$ cat src/include/lfdb_params.svh
`ifndef LFDB_PARAMS_SVH
`define LFDB_PARAMS_SVH

// ====================
// buffer geometry
// ====================

`define LFDB_ENTRY_NUM      8       // line entries in the buffer
`define LFDB_BEAT_NUM       4       // beats per cache line
`define LFDB_BEAT_WIDTH     64      // bits per beat

// ====================
// tag widths
// ====================

`define ROB_ID_WIDTH        4
`define RAM_ID_WIDTH        2
`define LINE_ADDR_WIDTH     10      // line address in the destination RAM

// ====================
// drain timing
// ====================

// accept of a drain request to its first buffer read
`define ARB_TO_LFDB_DELAY   5

// accept to linefill done, one cycle past the last RAM beat
`define LF_DONE_DELAY       (`ARB_TO_LFDB_DELAY + 5)

`endif
$ cat src/hdl/lfdb_store_pkg.sv
`include "lfdb_params.svh"

package lfdb_store_pkg;

    // ====================
    // storage indices
    // ====================

    // one line entry of the buffer
    typedef logic [$clog2(`LFDB_ENTRY_NUM)-1:0] entry_id_t;

    // beat number inside a line
    typedef logic [$clog2(`LFDB_BEAT_NUM)-1:0] beat_idx_t;

    // RAM word address, entry id on top and beat index below
    typedef logic [$clog2(`LFDB_ENTRY_NUM)+$clog2(`LFDB_BEAT_NUM)-1:0] db_addr_t;

    // ====================
    // storage data
    // ====================

    typedef logic [`LFDB_BEAT_WIDTH-1:0] beat_data_t;

    // owner of the RAM port in the last cycle
    typedef enum logic [1:0] {
        ARB_IDLE  = 2'd0,
        ARB_FILL  = 2'd1,   // fill writer had the port
        ARB_DRAIN = 2'd2    // drain reader had the port
    } arb_state_e;

endpackage

$ cat src/hdl/lfdb_cmd_pkg.sv
`include "lfdb_params.svh"

package lfdb_cmd_pkg;

    // ====================
    // tags
    // ====================

    typedef logic [`ROB_ID_WIDTH-1:0] rob_id_t;
    typedef logic [`RAM_ID_WIDTH-1:0] ram_id_t;

    // ====================
    // external commands
    // ====================

    // delayed read of one buffered line
    typedef struct packed {
        rob_id_t                    rob_id;
        lfdb_store_pkg::entry_id_t  entry_id;
        ram_id_t                    ram_id;     // destination RAM
        logic [`LINE_ADDR_WIDTH-1:0] line_addr;
    } drain_req_t;

    // one downstream data beat
    typedef struct packed {
        rob_id_t                    rob_id;
        lfdb_store_pkg::entry_id_t  entry_id;
        logic                       last;       // beat 3 of the line
        lfdb_store_pkg::beat_data_t data;
    } fill_beat_t;

    // beat written into the destination RAM
    typedef struct packed {
        rob_id_t                    rob_id;
        ram_id_t                    ram_id;
        logic [`LINE_ADDR_WIDTH-1:0] line_addr;
        lfdb_store_pkg::beat_idx_t  beat_idx;
        logic                       last;
        lfdb_store_pkg::beat_data_t data;
    } ram_write_t;

    // ====================
    // buffer RAM port
    // ====================

    typedef struct packed {
        logic                       en;
        logic                       we;         // low for a read
        lfdb_store_pkg::db_addr_t   addr;
        lfdb_store_pkg::beat_data_t wdata;
    } mem_req_t;

endpackage

$ cat src/hdl/lfdb_agent.sv
`timescale 1ns/1ps

module lfdb_agent (
    input  logic                      clk,
    input  logic                      rst_n,

    // drain requests
    input  logic                      drain_vld,
    input  lfdb_cmd_pkg::drain_req_t  drain_req,
    output logic                      drain_rdy,

    // downstream linefill beats
    input  logic                      fill_vld,
    input  lfdb_cmd_pkg::fill_beat_t  fill_beat,
    output logic                      fill_rdy,

    // entry pre-allocation
    output logic                      alloc_vld,
    output lfdb_store_pkg::entry_id_t alloc_idx,
    input  logic                      alloc_rdy,

    // destination RAM writes
    output logic                      ram_vld,
    output lfdb_cmd_pkg::ram_write_t  ram_wr,

    output logic                      fill_done,
    output lfdb_cmd_pkg::rob_id_t     fill_done_rob,
    output lfdb_store_pkg::entry_id_t fill_done_entry,
    output logic                      linefill_done,
    output lfdb_cmd_pkg::rob_id_t     linefill_done_rob
);

    import lfdb_store_pkg::*;
    import lfdb_cmd_pkg::*;

    logic       fill_gnt;
    mem_req_t   fill_req;
    mem_req_t   mem_req;
    logic       drain_req_en;
    db_addr_t   drain_addr;
    beat_data_t rd_data;
    logic       filled_vld;
    entry_id_t  filled_entry;
    logic       release_vld;
    entry_id_t  release_entry;

    lfdb_entry_tracker i_lfdb_entry_tracker (
        .clk           (clk),
        .rst_n         (rst_n),
        .alloc_vld     (alloc_vld),
        .alloc_idx     (alloc_idx),
        .alloc_rdy     (alloc_rdy),
        .filled_vld    (filled_vld),
        .filled_entry  (filled_entry),
        .release_vld   (release_vld),
        .release_entry (release_entry)
    );

    lfdb_fill_writer i_lfdb_fill_writer (
        .clk             (clk),
        .rst_n           (rst_n),
        .fill_vld        (fill_vld),
        .fill_beat       (fill_beat),
        .fill_rdy        (fill_rdy),
        .fill_gnt        (fill_gnt),
        .fill_req        (fill_req),
        .fill_done       (fill_done),
        .fill_done_rob   (fill_done_rob),
        .fill_done_entry (fill_done_entry),
        .filled_vld      (filled_vld),
        .filled_entry    (filled_entry)
    );

    lfdb_drain_reader i_lfdb_drain_reader (
        .clk               (clk),
        .rst_n             (rst_n),
        .drain_vld         (drain_vld),
        .drain_req         (drain_req),
        .drain_rdy         (drain_rdy),
        .drain_req_en      (drain_req_en),
        .drain_addr        (drain_addr),
        .rd_data           (rd_data),
        .ram_vld           (ram_vld),
        .ram_wr            (ram_wr),
        .linefill_done     (linefill_done),
        .linefill_done_rob (linefill_done_rob),
        .release_vld       (release_vld),
        .release_entry     (release_entry)
    );

    // ====================
    // shared buffer RAM
    // ====================

    lfdb_mem_arbiter i_lfdb_mem_arbiter (
        .clk          (clk),
        .rst_n        (rst_n),
        .fill_req     (fill_req),
        .drain_req_en (drain_req_en),
        .drain_addr   (drain_addr),
        .fill_gnt     (fill_gnt),
        .mem_req      (mem_req)
    );

    lfdb_data_ram i_lfdb_data_ram (
        .clk     (clk),
        .mem_req (mem_req),
        .rd_data (rd_data)
    );

endmodule

$ cat src/hdl/lfdb_entry_tracker.sv
`timescale 1ns/1ps

`include "lfdb_params.svh"

module lfdb_entry_tracker (
    input  logic                      clk,
    input  logic                      rst_n,

    output logic                      alloc_vld,
    output lfdb_store_pkg::entry_id_t alloc_idx,
    input  logic                      alloc_rdy,

    input  logic                      filled_vld,
    input  lfdb_store_pkg::entry_id_t filled_entry,

    input  logic                      release_vld,
    input  lfdb_store_pkg::entry_id_t release_entry
);

    import lfdb_store_pkg::*;

    localparam int N = `LFDB_ENTRY_NUM;

    logic [N-1:0] idle_q;
    logic [N-1:0] idle_d;
    logic [N-1:0] filled_q;
    entry_id_t    low_idx;

    always_comb begin
        idle_d = idle_q;
        if (alloc_vld && alloc_rdy) begin
            idle_d[alloc_idx] = 1'b0;           // reserved
        end
        if (release_vld && filled_q[release_entry]) begin
            idle_d[release_entry] = 1'b1;
        end
    end

    // lowest idle entry of the next state
    always_comb begin
        low_idx = '0;
        for (int i = N - 1; i >= 0; i--) begin
            if (idle_d[i]) begin
                low_idx = entry_id_t'(i);
            end
        end
    end

    always_ff @(posedge clk or negedge rst_n) begin
        if (!rst_n) begin
            idle_q    <= '1;
            filled_q  <= '0;
            alloc_vld <= 1'b0;
            alloc_idx <= '0;
        end else begin
            idle_q    <= idle_d;
            alloc_vld <= |idle_d;
            alloc_idx <= low_idx;
            if (release_vld && filled_q[release_entry]) begin
                filled_q[release_entry] <= 1'b0;
            end
            if (filled_vld) begin
                filled_q[filled_entry] <= 1'b1;
            end
        end
    end

endmodule

$ cat src/hdl/lfdb_drain_reader.sv
`timescale 1ns/1ps

`include "lfdb_params.svh"

module lfdb_drain_reader (
    input  logic                       clk,
    input  logic                       rst_n,

    input  logic                       drain_vld,
    input  lfdb_cmd_pkg::drain_req_t   drain_req,
    output logic                       drain_rdy,

    output logic                       drain_req_en,
    output lfdb_store_pkg::db_addr_t   drain_addr,
    input  lfdb_store_pkg::beat_data_t rd_data,

    output logic                       ram_vld,
    output lfdb_cmd_pkg::ram_write_t   ram_wr,

    output logic                       linefill_done,
    output lfdb_cmd_pkg::rob_id_t      linefill_done_rob,

    output logic                       release_vld,
    output lfdb_store_pkg::entry_id_t  release_entry
);

    import lfdb_store_pkg::*;
    import lfdb_cmd_pkg::*;

    localparam int        PIPE_LEN    = `LF_DONE_DELAY;
    localparam int        START_STAGE = `ARB_TO_LFDB_DELAY - 2;   // burst starts next edge
    localparam beat_idx_t LAST_BEAT   = beat_idx_t'(`LFDB_BEAT_NUM - 1);

    logic [PIPE_LEN-1:0] vld_pipe;
    drain_req_t          pay_pipe [PIPE_LEN];
    logic                req_acc;
    logic                rdy_q;

    logic                busy;      // burst in progress
    beat_idx_t           beat_cnt;
    drain_req_t          cur_req;

    logic                out_vld_q;
    drain_req_t          out_req_q;
    beat_idx_t           out_beat_q;
    logic                out_last_q;

    assign req_acc   = drain_vld && drain_rdy;
    assign drain_rdy = rdy_q;

    // ====================
    // request delay pipe
    // ====================

    always_ff @(posedge clk or negedge rst_n) begin
        if (!rst_n) begin
            vld_pipe <= '0;
            rdy_q    <= 1'b0;
        end else begin
            vld_pipe <= {vld_pipe[PIPE_LEN-2:0], req_acc};
            rdy_q    <= !(req_acc || vld_pipe[0] || vld_pipe[1]);   // 3 cycles low
        end
    end

    always_ff @(posedge clk) begin
        pay_pipe[0] <= drain_req;
        for (int i = 1; i < PIPE_LEN; i++) begin
            pay_pipe[i] <= pay_pipe[i-1];
        end
    end

    // ====================
    // burst sequencer
    // ====================

    always_ff @(posedge clk or negedge rst_n) begin
        if (!rst_n) begin
            busy     <= 1'b0;
            beat_cnt <= '0;
        end else if (vld_pipe[START_STAGE]) begin
            busy     <= 1'b1;
            beat_cnt <= '0;
        end else if (busy) begin
            if (beat_cnt == LAST_BEAT) begin
                busy <= 1'b0;
            end
            beat_cnt <= beat_cnt + 1'b1;
        end
    end

    always_ff @(posedge clk) begin
        if (vld_pipe[START_STAGE]) begin
            cur_req <= pay_pipe[START_STAGE];
        end
    end

    assign drain_req_en  = busy;
    assign drain_addr    = {cur_req.entry_id, beat_cnt};
    assign release_vld   = busy && (beat_cnt == LAST_BEAT);
    assign release_entry = cur_req.entry_id;

    // command delayed to meet the RAM read data
    always_ff @(posedge clk or negedge rst_n) begin
        if (!rst_n) begin
            out_vld_q <= 1'b0;
        end else begin
            out_vld_q <= busy;
        end
    end

    always_ff @(posedge clk) begin
        out_req_q  <= cur_req;
        out_beat_q <= beat_cnt;
        out_last_q <= (beat_cnt == LAST_BEAT);
    end

    assign ram_vld = out_vld_q;
    assign ram_wr  = '{rob_id:    out_req_q.rob_id,
                       ram_id:    out_req_q.ram_id,
                       line_addr: out_req_q.line_addr,
                       beat_idx:  out_beat_q,
                       last:      out_last_q,
                       data:      rd_data};

    assign linefill_done     = vld_pipe[PIPE_LEN-1];
    assign linefill_done_rob = pay_pipe[PIPE_LEN-1].rob_id;

endmodule

$ cat src/hdl/lfdb_fill_writer.sv
`timescale 1ns/1ps

module lfdb_fill_writer (
    input  logic                      clk,
    input  logic                      rst_n,

    input  logic                      fill_vld,
    input  lfdb_cmd_pkg::fill_beat_t  fill_beat,
    output logic                      fill_rdy,

    input  logic                      fill_gnt,
    output lfdb_cmd_pkg::mem_req_t    fill_req,

    output logic                      fill_done,
    output lfdb_cmd_pkg::rob_id_t     fill_done_rob,
    output lfdb_store_pkg::entry_id_t fill_done_entry,

    output logic                      filled_vld,
    output lfdb_store_pkg::entry_id_t filled_entry
);

    import lfdb_store_pkg::*;

    beat_idx_t beat_cnt;
    logic      beat_acc;
    logic      line_end;

    assign fill_rdy = fill_gnt;     // held off while the reader owns the RAM
    assign beat_acc = fill_vld && fill_rdy;
    assign line_end = beat_acc && fill_beat.last;

    // beats accepted so far in the current line
    always_ff @(posedge clk or negedge rst_n) begin
        if (!rst_n) begin
            beat_cnt <= '0;
        end else if (line_end) begin
            beat_cnt <= '0;
        end else if (beat_acc) begin
            beat_cnt <= beat_cnt + 1'b1;
        end
    end

    // write request, granted by the arbiter
    assign fill_req.en    = fill_vld;
    assign fill_req.we    = 1'b1;
    assign fill_req.addr  = {fill_beat.entry_id, beat_cnt};
    assign fill_req.wdata = fill_beat.data;

    // ====================
    // done pulses
    // ====================

    assign fill_done       = line_end;
    assign fill_done_rob   = fill_beat.rob_id;
    assign fill_done_entry = fill_beat.entry_id;

    assign filled_vld   = line_end;    // tracker marks the entry filled
    assign filled_entry = fill_beat.entry_id;

endmodule

$ cat src/hdl/lfdb_mem_arbiter.sv
`timescale 1ns/1ps

module lfdb_mem_arbiter (
    input  logic                     clk,
    input  logic                     rst_n,
    input  lfdb_cmd_pkg::mem_req_t   fill_req,
    input  logic                     drain_req_en,
    input  lfdb_store_pkg::db_addr_t drain_addr,
    output logic                     fill_gnt,
    output lfdb_cmd_pkg::mem_req_t   mem_req
);

    import lfdb_store_pkg::*;

    arb_state_e state_q;

    // reads win and fill waits one extra cycle after a burst
    assign fill_gnt = !drain_req_en && (state_q != ARB_DRAIN);

    always_comb begin
        mem_req.wdata = fill_req.wdata;     // ignored on a read
        if (drain_req_en) begin
            mem_req.en   = 1'b1;
            mem_req.we   = 1'b0;
            mem_req.addr = drain_addr;
        end else begin
            mem_req.en   = fill_req.en && fill_gnt;
            mem_req.we   = fill_req.we;
            mem_req.addr = fill_req.addr;
        end
    end

    // ====================
    // last grant
    // ====================

    always_ff @(posedge clk or negedge rst_n) begin
        if (!rst_n) begin
            state_q <= ARB_IDLE;
        end else if (drain_req_en) begin
            state_q <= ARB_DRAIN;
        end else if (fill_req.en && fill_gnt) begin
            state_q <= ARB_FILL;
        end else begin
            state_q <= ARB_IDLE;
        end
    end

endmodule

$ cat src/hdl/lfdb_data_ram.sv
`timescale 1ns/1ps

`include "lfdb_params.svh"

module lfdb_data_ram (
    input  logic                       clk,
    input  lfdb_cmd_pkg::mem_req_t     mem_req,
    output lfdb_store_pkg::beat_data_t rd_data
);

    import lfdb_store_pkg::*;

    localparam int DEPTH = `LFDB_ENTRY_NUM * `LFDB_BEAT_NUM;   // 32 words

    beat_data_t mem [0:DEPTH-1];

    // single port, write or registered read
    always_ff @(posedge clk) begin
        if (mem_req.en) begin
            if (mem_req.we) begin
                mem[mem_req.addr] <= mem_req.wdata;
            end else begin
                rd_data <= mem[mem_req.addr];   // one cycle latency
            end
        end
    end

endmodule

$ cat config.mk
export PLATFORM = sky130hd
export DESIGN_NAME = lfdb_agent
export DESIGN_NICKNAME = d
export VERILOG_FILES = /design/src/hdl/lfdb_store_pkg.sv /design/src/hdl/lfdb_cmd_pkg.sv /design/src/hdl/lfdb_agent.sv /design/src/hdl/lfdb_entry_tracker.sv /design/src/hdl/lfdb_drain_reader.sv /design/src/hdl/lfdb_fill_writer.sv /design/src/hdl/lfdb_mem_arbiter.sv /design/src/hdl/lfdb_data_ram.sv
export VERILOG_INCLUDE_DIRS = /design/src /design/src/include
export SDC_FILE = /design/constraint.sdc
export NUM_CORES = 2
export LEC_CHECK = 0
export BUFFER_PORTS_ARGS = -buffer_cell sky130_fd_sc_hd__buf_4
export CORE_ASPECT_RATIO = 0.75
export CORE_UTILIZATION = 56
export CTS_CLUSTER_DIAMETER = 40
export CTS_CLUSTER_SIZE = 16
export DETAILED_ROUTE_END_ITERATION = 10
export MAX_ROUTING_LAYER = met4
export PLACE_DENSITY_LB_ADDON = 0.12
export SLEW_MARGIN = 40
export SYNTH_ARGS = -nofsm -noshare
export SYNTH_HDL_FRONTEND = slang
export SYNTH_HIERARCHICAL = 1
export SYNTH_SLANG_ARGS = --single-unit
$ cat constraint.sdc
create_clock -name clk -period 6.6 [get_ports clk]
set_clock_uncertainty 0.1 [all_clocks]
set_input_delay 0 -clock clk [delete_from_list [all_inputs] [get_ports clk]]
set_output_delay 0 -clock clk [all_outputs]
set_load 0.005 [all_outputs]
==> reports/metrics.sh <==
R2R_SLACK_NS=2.15
STARTPOINT_TYPE='flip-flop'
BUFFER_PORTS.INSERTED=190
ANTENNA_VIOLATING_NETS_POST_ROUTE=0
END_KIND='flip-flop'
MAXCAPVIOLATIONS=0
WIRE_PER_INST_MICRONS=30.5
ROUTE.DETAILED.DRC=0
SYNTHESIS.INSTANCES=4641
REG2REG_FROM='i_lfdb_drain_reader/drain_req_en'
TIMING.HOLD.WORST.START='fill_beat[58]'
DIEWIDTH_MICRONS=454
WORST-SETUP-PATH-TYPE='reg2reg'
DRTITER0DRC=5571
TIMING.REG2REG.WORST_PATH_DEPTH=8
CRIT_PATH_MAX_FANOUT=81
SYNTH_CELL_TYPE_COUNT=61
WORST_SLEW_PIN_SLEW_NS=0.841
AREA_GROWTH_PCT=13.4
CLASS_OF_THE_TIGHTEST_HOLD_OR_REMOVAL_CHECK='in2reg'
YOSYSWARNINGCOUNT=6
WL_MET3_MICRONS=16500
FLOORPLAN.CORE_AREA_SQ_UM=152000
MAXUSEDROUTINGLAYER='met4'
STD_CELL_ROWS=124
MAX-SLEW-MARGIN-REL_PCT=43.4
NUMBER_OF_FLOPS_MAPPED_TO_ENABLE_CELLS_BY_YOSYS=2131
GRT_PASS1_WL_MICRONS=306000
YOSYS_TOP_CELL_BY_AREA='edfxtp_1'
P_TOTAL_mW=37.6
HEIGHT_OF_THE_DIE_MICRONS=341
SYN_AREA_SQ_UM=85900
YS_ASYNC_SR_FRACTION_PCT=1.70
FINAL_NET_COUNT=4973
FINAL.PERIOD_UTILIZATION_PCT=67.5
SYNTH-SEQ-AREA-SHARE_PCT=78.4
CTS_ROOT_BUF='clkbuf_16'
GLOBAL_ROUTE_TOTAL_USAGE_ACROSS_EVERY_LAYER_PCT=28.7
ROUTE.LAYER.MET1.WL_MICRONS=93900
FLOORPLAN.IO_PINS=199
R2R_END='i_lfdb_data_ram/rd_data[22]'
CLOCK_PATH_BUFFERS=3
GRT_MAX_DEGREE=122
START_UTIL_PCT=56.4
RSZ0062_AT_GRT='false'
CLOCK_INSERTION_DELAY_WORST_SKEW_NS=0.83
P_PER_AREA_nW_PER_UM2=387
DP_HPWL_MICRONS=106000
HOLD-PATH-ENDPOINT='i_lfdb_data_ram/mem[13][58]'
DRT_WL_TOTAL_MICRONS=216000
PLACE_CONGESTION=0.775
FINAL_LAYOUT_SIZE_SUFFIX_GT1_SHARE_PCT=14.9
DRTPASS1ITERATIONS=6
GRT_ANTENNA_BEFORE_REPAIR=12
MET2WIRELENGTH_MICRONS=101000
CRITPATHREQUIREDTIME_NS=7.06
TRITONCTS_NUM_SINKS=2289
VIAS=43900
RUN_STATUS='complete, no violations'
SYNTH.CELLS.MOST_FREQUENT='edfxtp_1 (2131), mux2i_1 (1028), o22ai_1 (512)'
CTS-HTREE-LEVELS=4
SYNTH_AREA_LEADERS='edfxtp_1 (75%), mux2i_1 (12%), o22ai_1 (3.7%)'
SYN_AVG_CELL_AREA_SQ_UM=18.5
SYNTH_TOP_AREA_SHARE_PCT=74.5
YS_SEQ_ELEMENTS=2289
WORST-ENDPOINT-ARRIVAL_NS=4.91
DESIGN.DIE.AREA_SQ_UM=155000
OVERFLOW=0
YS.FLOP_TYPE='edfxtp_1'
MIN_PATH_CELLS=2
FINAL_MAX_SLEW_VIOL_COUNT=0
FIRST_GLOBAL_VIAS=42200
SYN_NETS=4738
SYNTH_MOST_COMMON_CELL='edfxtp_1'
IR_DROP_WORST_VDD_mV=0.288
DETAIL_ROUTE.VIAS_PER_CELL=6.21
NUMBER_OF_CLOCK_BUFFERS_INSERTED_BY_TRITONCTS=203
TRITONCTS='yes'
POST-ROUTE-MIN-PERIOD_NS=4.45
FIN_TNS_SETUP_NS=0
HOLD_VIOL=0
CTS_CLK_PIN_SLEW_WORST_PATHS_NS=0.07
SETUP_VIOL_COUNT_FINAL=0
LEAKAGEPOWER_nW=32.3
MAX_FREQUENCY_MHz=225
-- final cells by class --
cell class | count | area (sq um)
multi-input cells | 1890 | 16000
repair buffers | 484 | 4620
diodes | 9 | 22.5
inverters | 8 | 30.0
fillers | 10500 | 55000
clock buffers | 228 | 5350
well taps | 2016 | 2520
clock inverters | 137 | 1430
flip-flops and latches | 2289 | 67400
-- critical path, cell delays in order, from the launching register on --
cell and delay (ns):
dfrtp_1 0.74, mux2_8 0.67, buf_12 0.37, buf_16 0.45
buf_4 0.67, mux2i_1 0.27, o22ai_1 0.10, nor4_1 0.49
nand2_1 0.10
-- routing by layer --
metal / GRT usage, % / up-vias
li1: - / 18900
met1: 41.6 / 22900
met2: 43.5 / 1804
met3: 4.07 / 288
met4: 6.26 / 0
met5: - / -
-- sequential cells by signal, summed over array words and instances, names as in the netlist, 2 cells and up --
register	count
i_lfdb_drain_reader/cur_req	16
i_lfdb_entry_tracker/idle_q	8
i_lfdb_data_ram/rd_data	64
i_lfdb_data_ram/mem	2048
i_lfdb_entry_tracker/filled_q	8
i_lfdb_drain_reader/release_entry	3
i_lfdb_drain_reader/beat_cnt	2
i_lfdb_fill_writer/beat_cnt	2
i_lfdb_entry_tracker/alloc_idx	3
i_lfdb_drain_reader/out_beat_q	2
i_lfdb_drain_reader/ram_wr	16
i_lfdb_mem_arbiter/state_q	2
i_lfdb_drain_reader/vld_pipe	10
i_lfdb_drain_reader/pay_pipe	100
-- kinds of logic after synthesis --
logic type	after synthesis	share of synthesized area [%]
compound gates	547	4.07
xor+xnor	1	0.0102
buf+inv	462	3.39
simple gates	305	1.96
other cells	1	0.00437
fa+ha+maj	1	0.0146
mux	1035	12.1
flops	2289	78.4
-- placed cells by master (no fill, tap or decap), drive strengths merged, types with 7 or more instances in the layout --
cell type    netlist  layout
buf              410     339
bufinv             0      17
clkbuf            44     228
clkinv             0      72
clkinvlp           0      15
dfrtp             31      31
dfstp              8       8
dfxtp            119     119
diode              0       9
dlygate4sd3        0     145
edfxtp          2131    2131
inv                8      41
mux2               7       7
mux2i           1028    1028
nand2             80      80
nand3              7       7
nor2              38      38
nor3               8       8
nor4             128     128
o21ai             10      10
o22ai            512     512
-- power by group --
part           leakage, nW  switching [mW]  internal, mW
clock                 3.30            5.44          6.60
combinational         8.31            5.12          3.56
sequential            20.7           0.264          16.6
total                 32.3            10.8          26.8
-- timing repair --
| item | CTS | global route |
|---|---|---|
| endpoints found under the hold margin | 2135 | 0 |
| gates resized for setup | 0 | 0 |
| setup endpoints to repair | 0 | 0 |
| buffers inserted | 0 | 0 |
| hold buffers | 169 | 0 |
-- through the flow --
step / cell area, sq um / utilization (%) / std cells / worst slack, ns / hold slack, ns
3_3_place_gp: 88500 / 58.1 / 6498 / 2.39 / -0.100
3_5_place_dp: 88900 / 58.3 / 6516 / 2.23 / -0.100
6_report: 97300 / 63.9 / 7061 / 2.15 / 0.0507
2_1_floorplan: 85900 / - / 4641 / 1.48 / -0.396
4_1_cts: 97400 / 63.9 / 7050 / 2.24 / 0.0000679
5_1_grt: 97300 / 63.9 / 7061 / 1.92 / 0.0385
-- worst max path at each step --
stage                                           from                           to  depth (start not counted)
floorplan           i_lfdb_drain_reader/drain_req_en   i_lfdb_data_ram/mem[10][0]                          6
global placement    i_lfdb_drain_reader/drain_req_en  i_lfdb_data_ram/rd_data[40]                          7
detailed placement  i_lfdb_drain_reader/drain_req_en  i_lfdb_data_ram/rd_data[22]                          7
CTS                 i_lfdb_drain_reader/drain_req_en  i_lfdb_data_ram/rd_data[22]                          7
global route        i_lfdb_drain_reader/drain_req_en  i_lfdb_data_ram/rd_data[22]                          8
finish              i_lfdb_drain_reader/drain_req_en  i_lfdb_data_ram/rd_data[22]                          8
(Power assumes the default switching activity.)
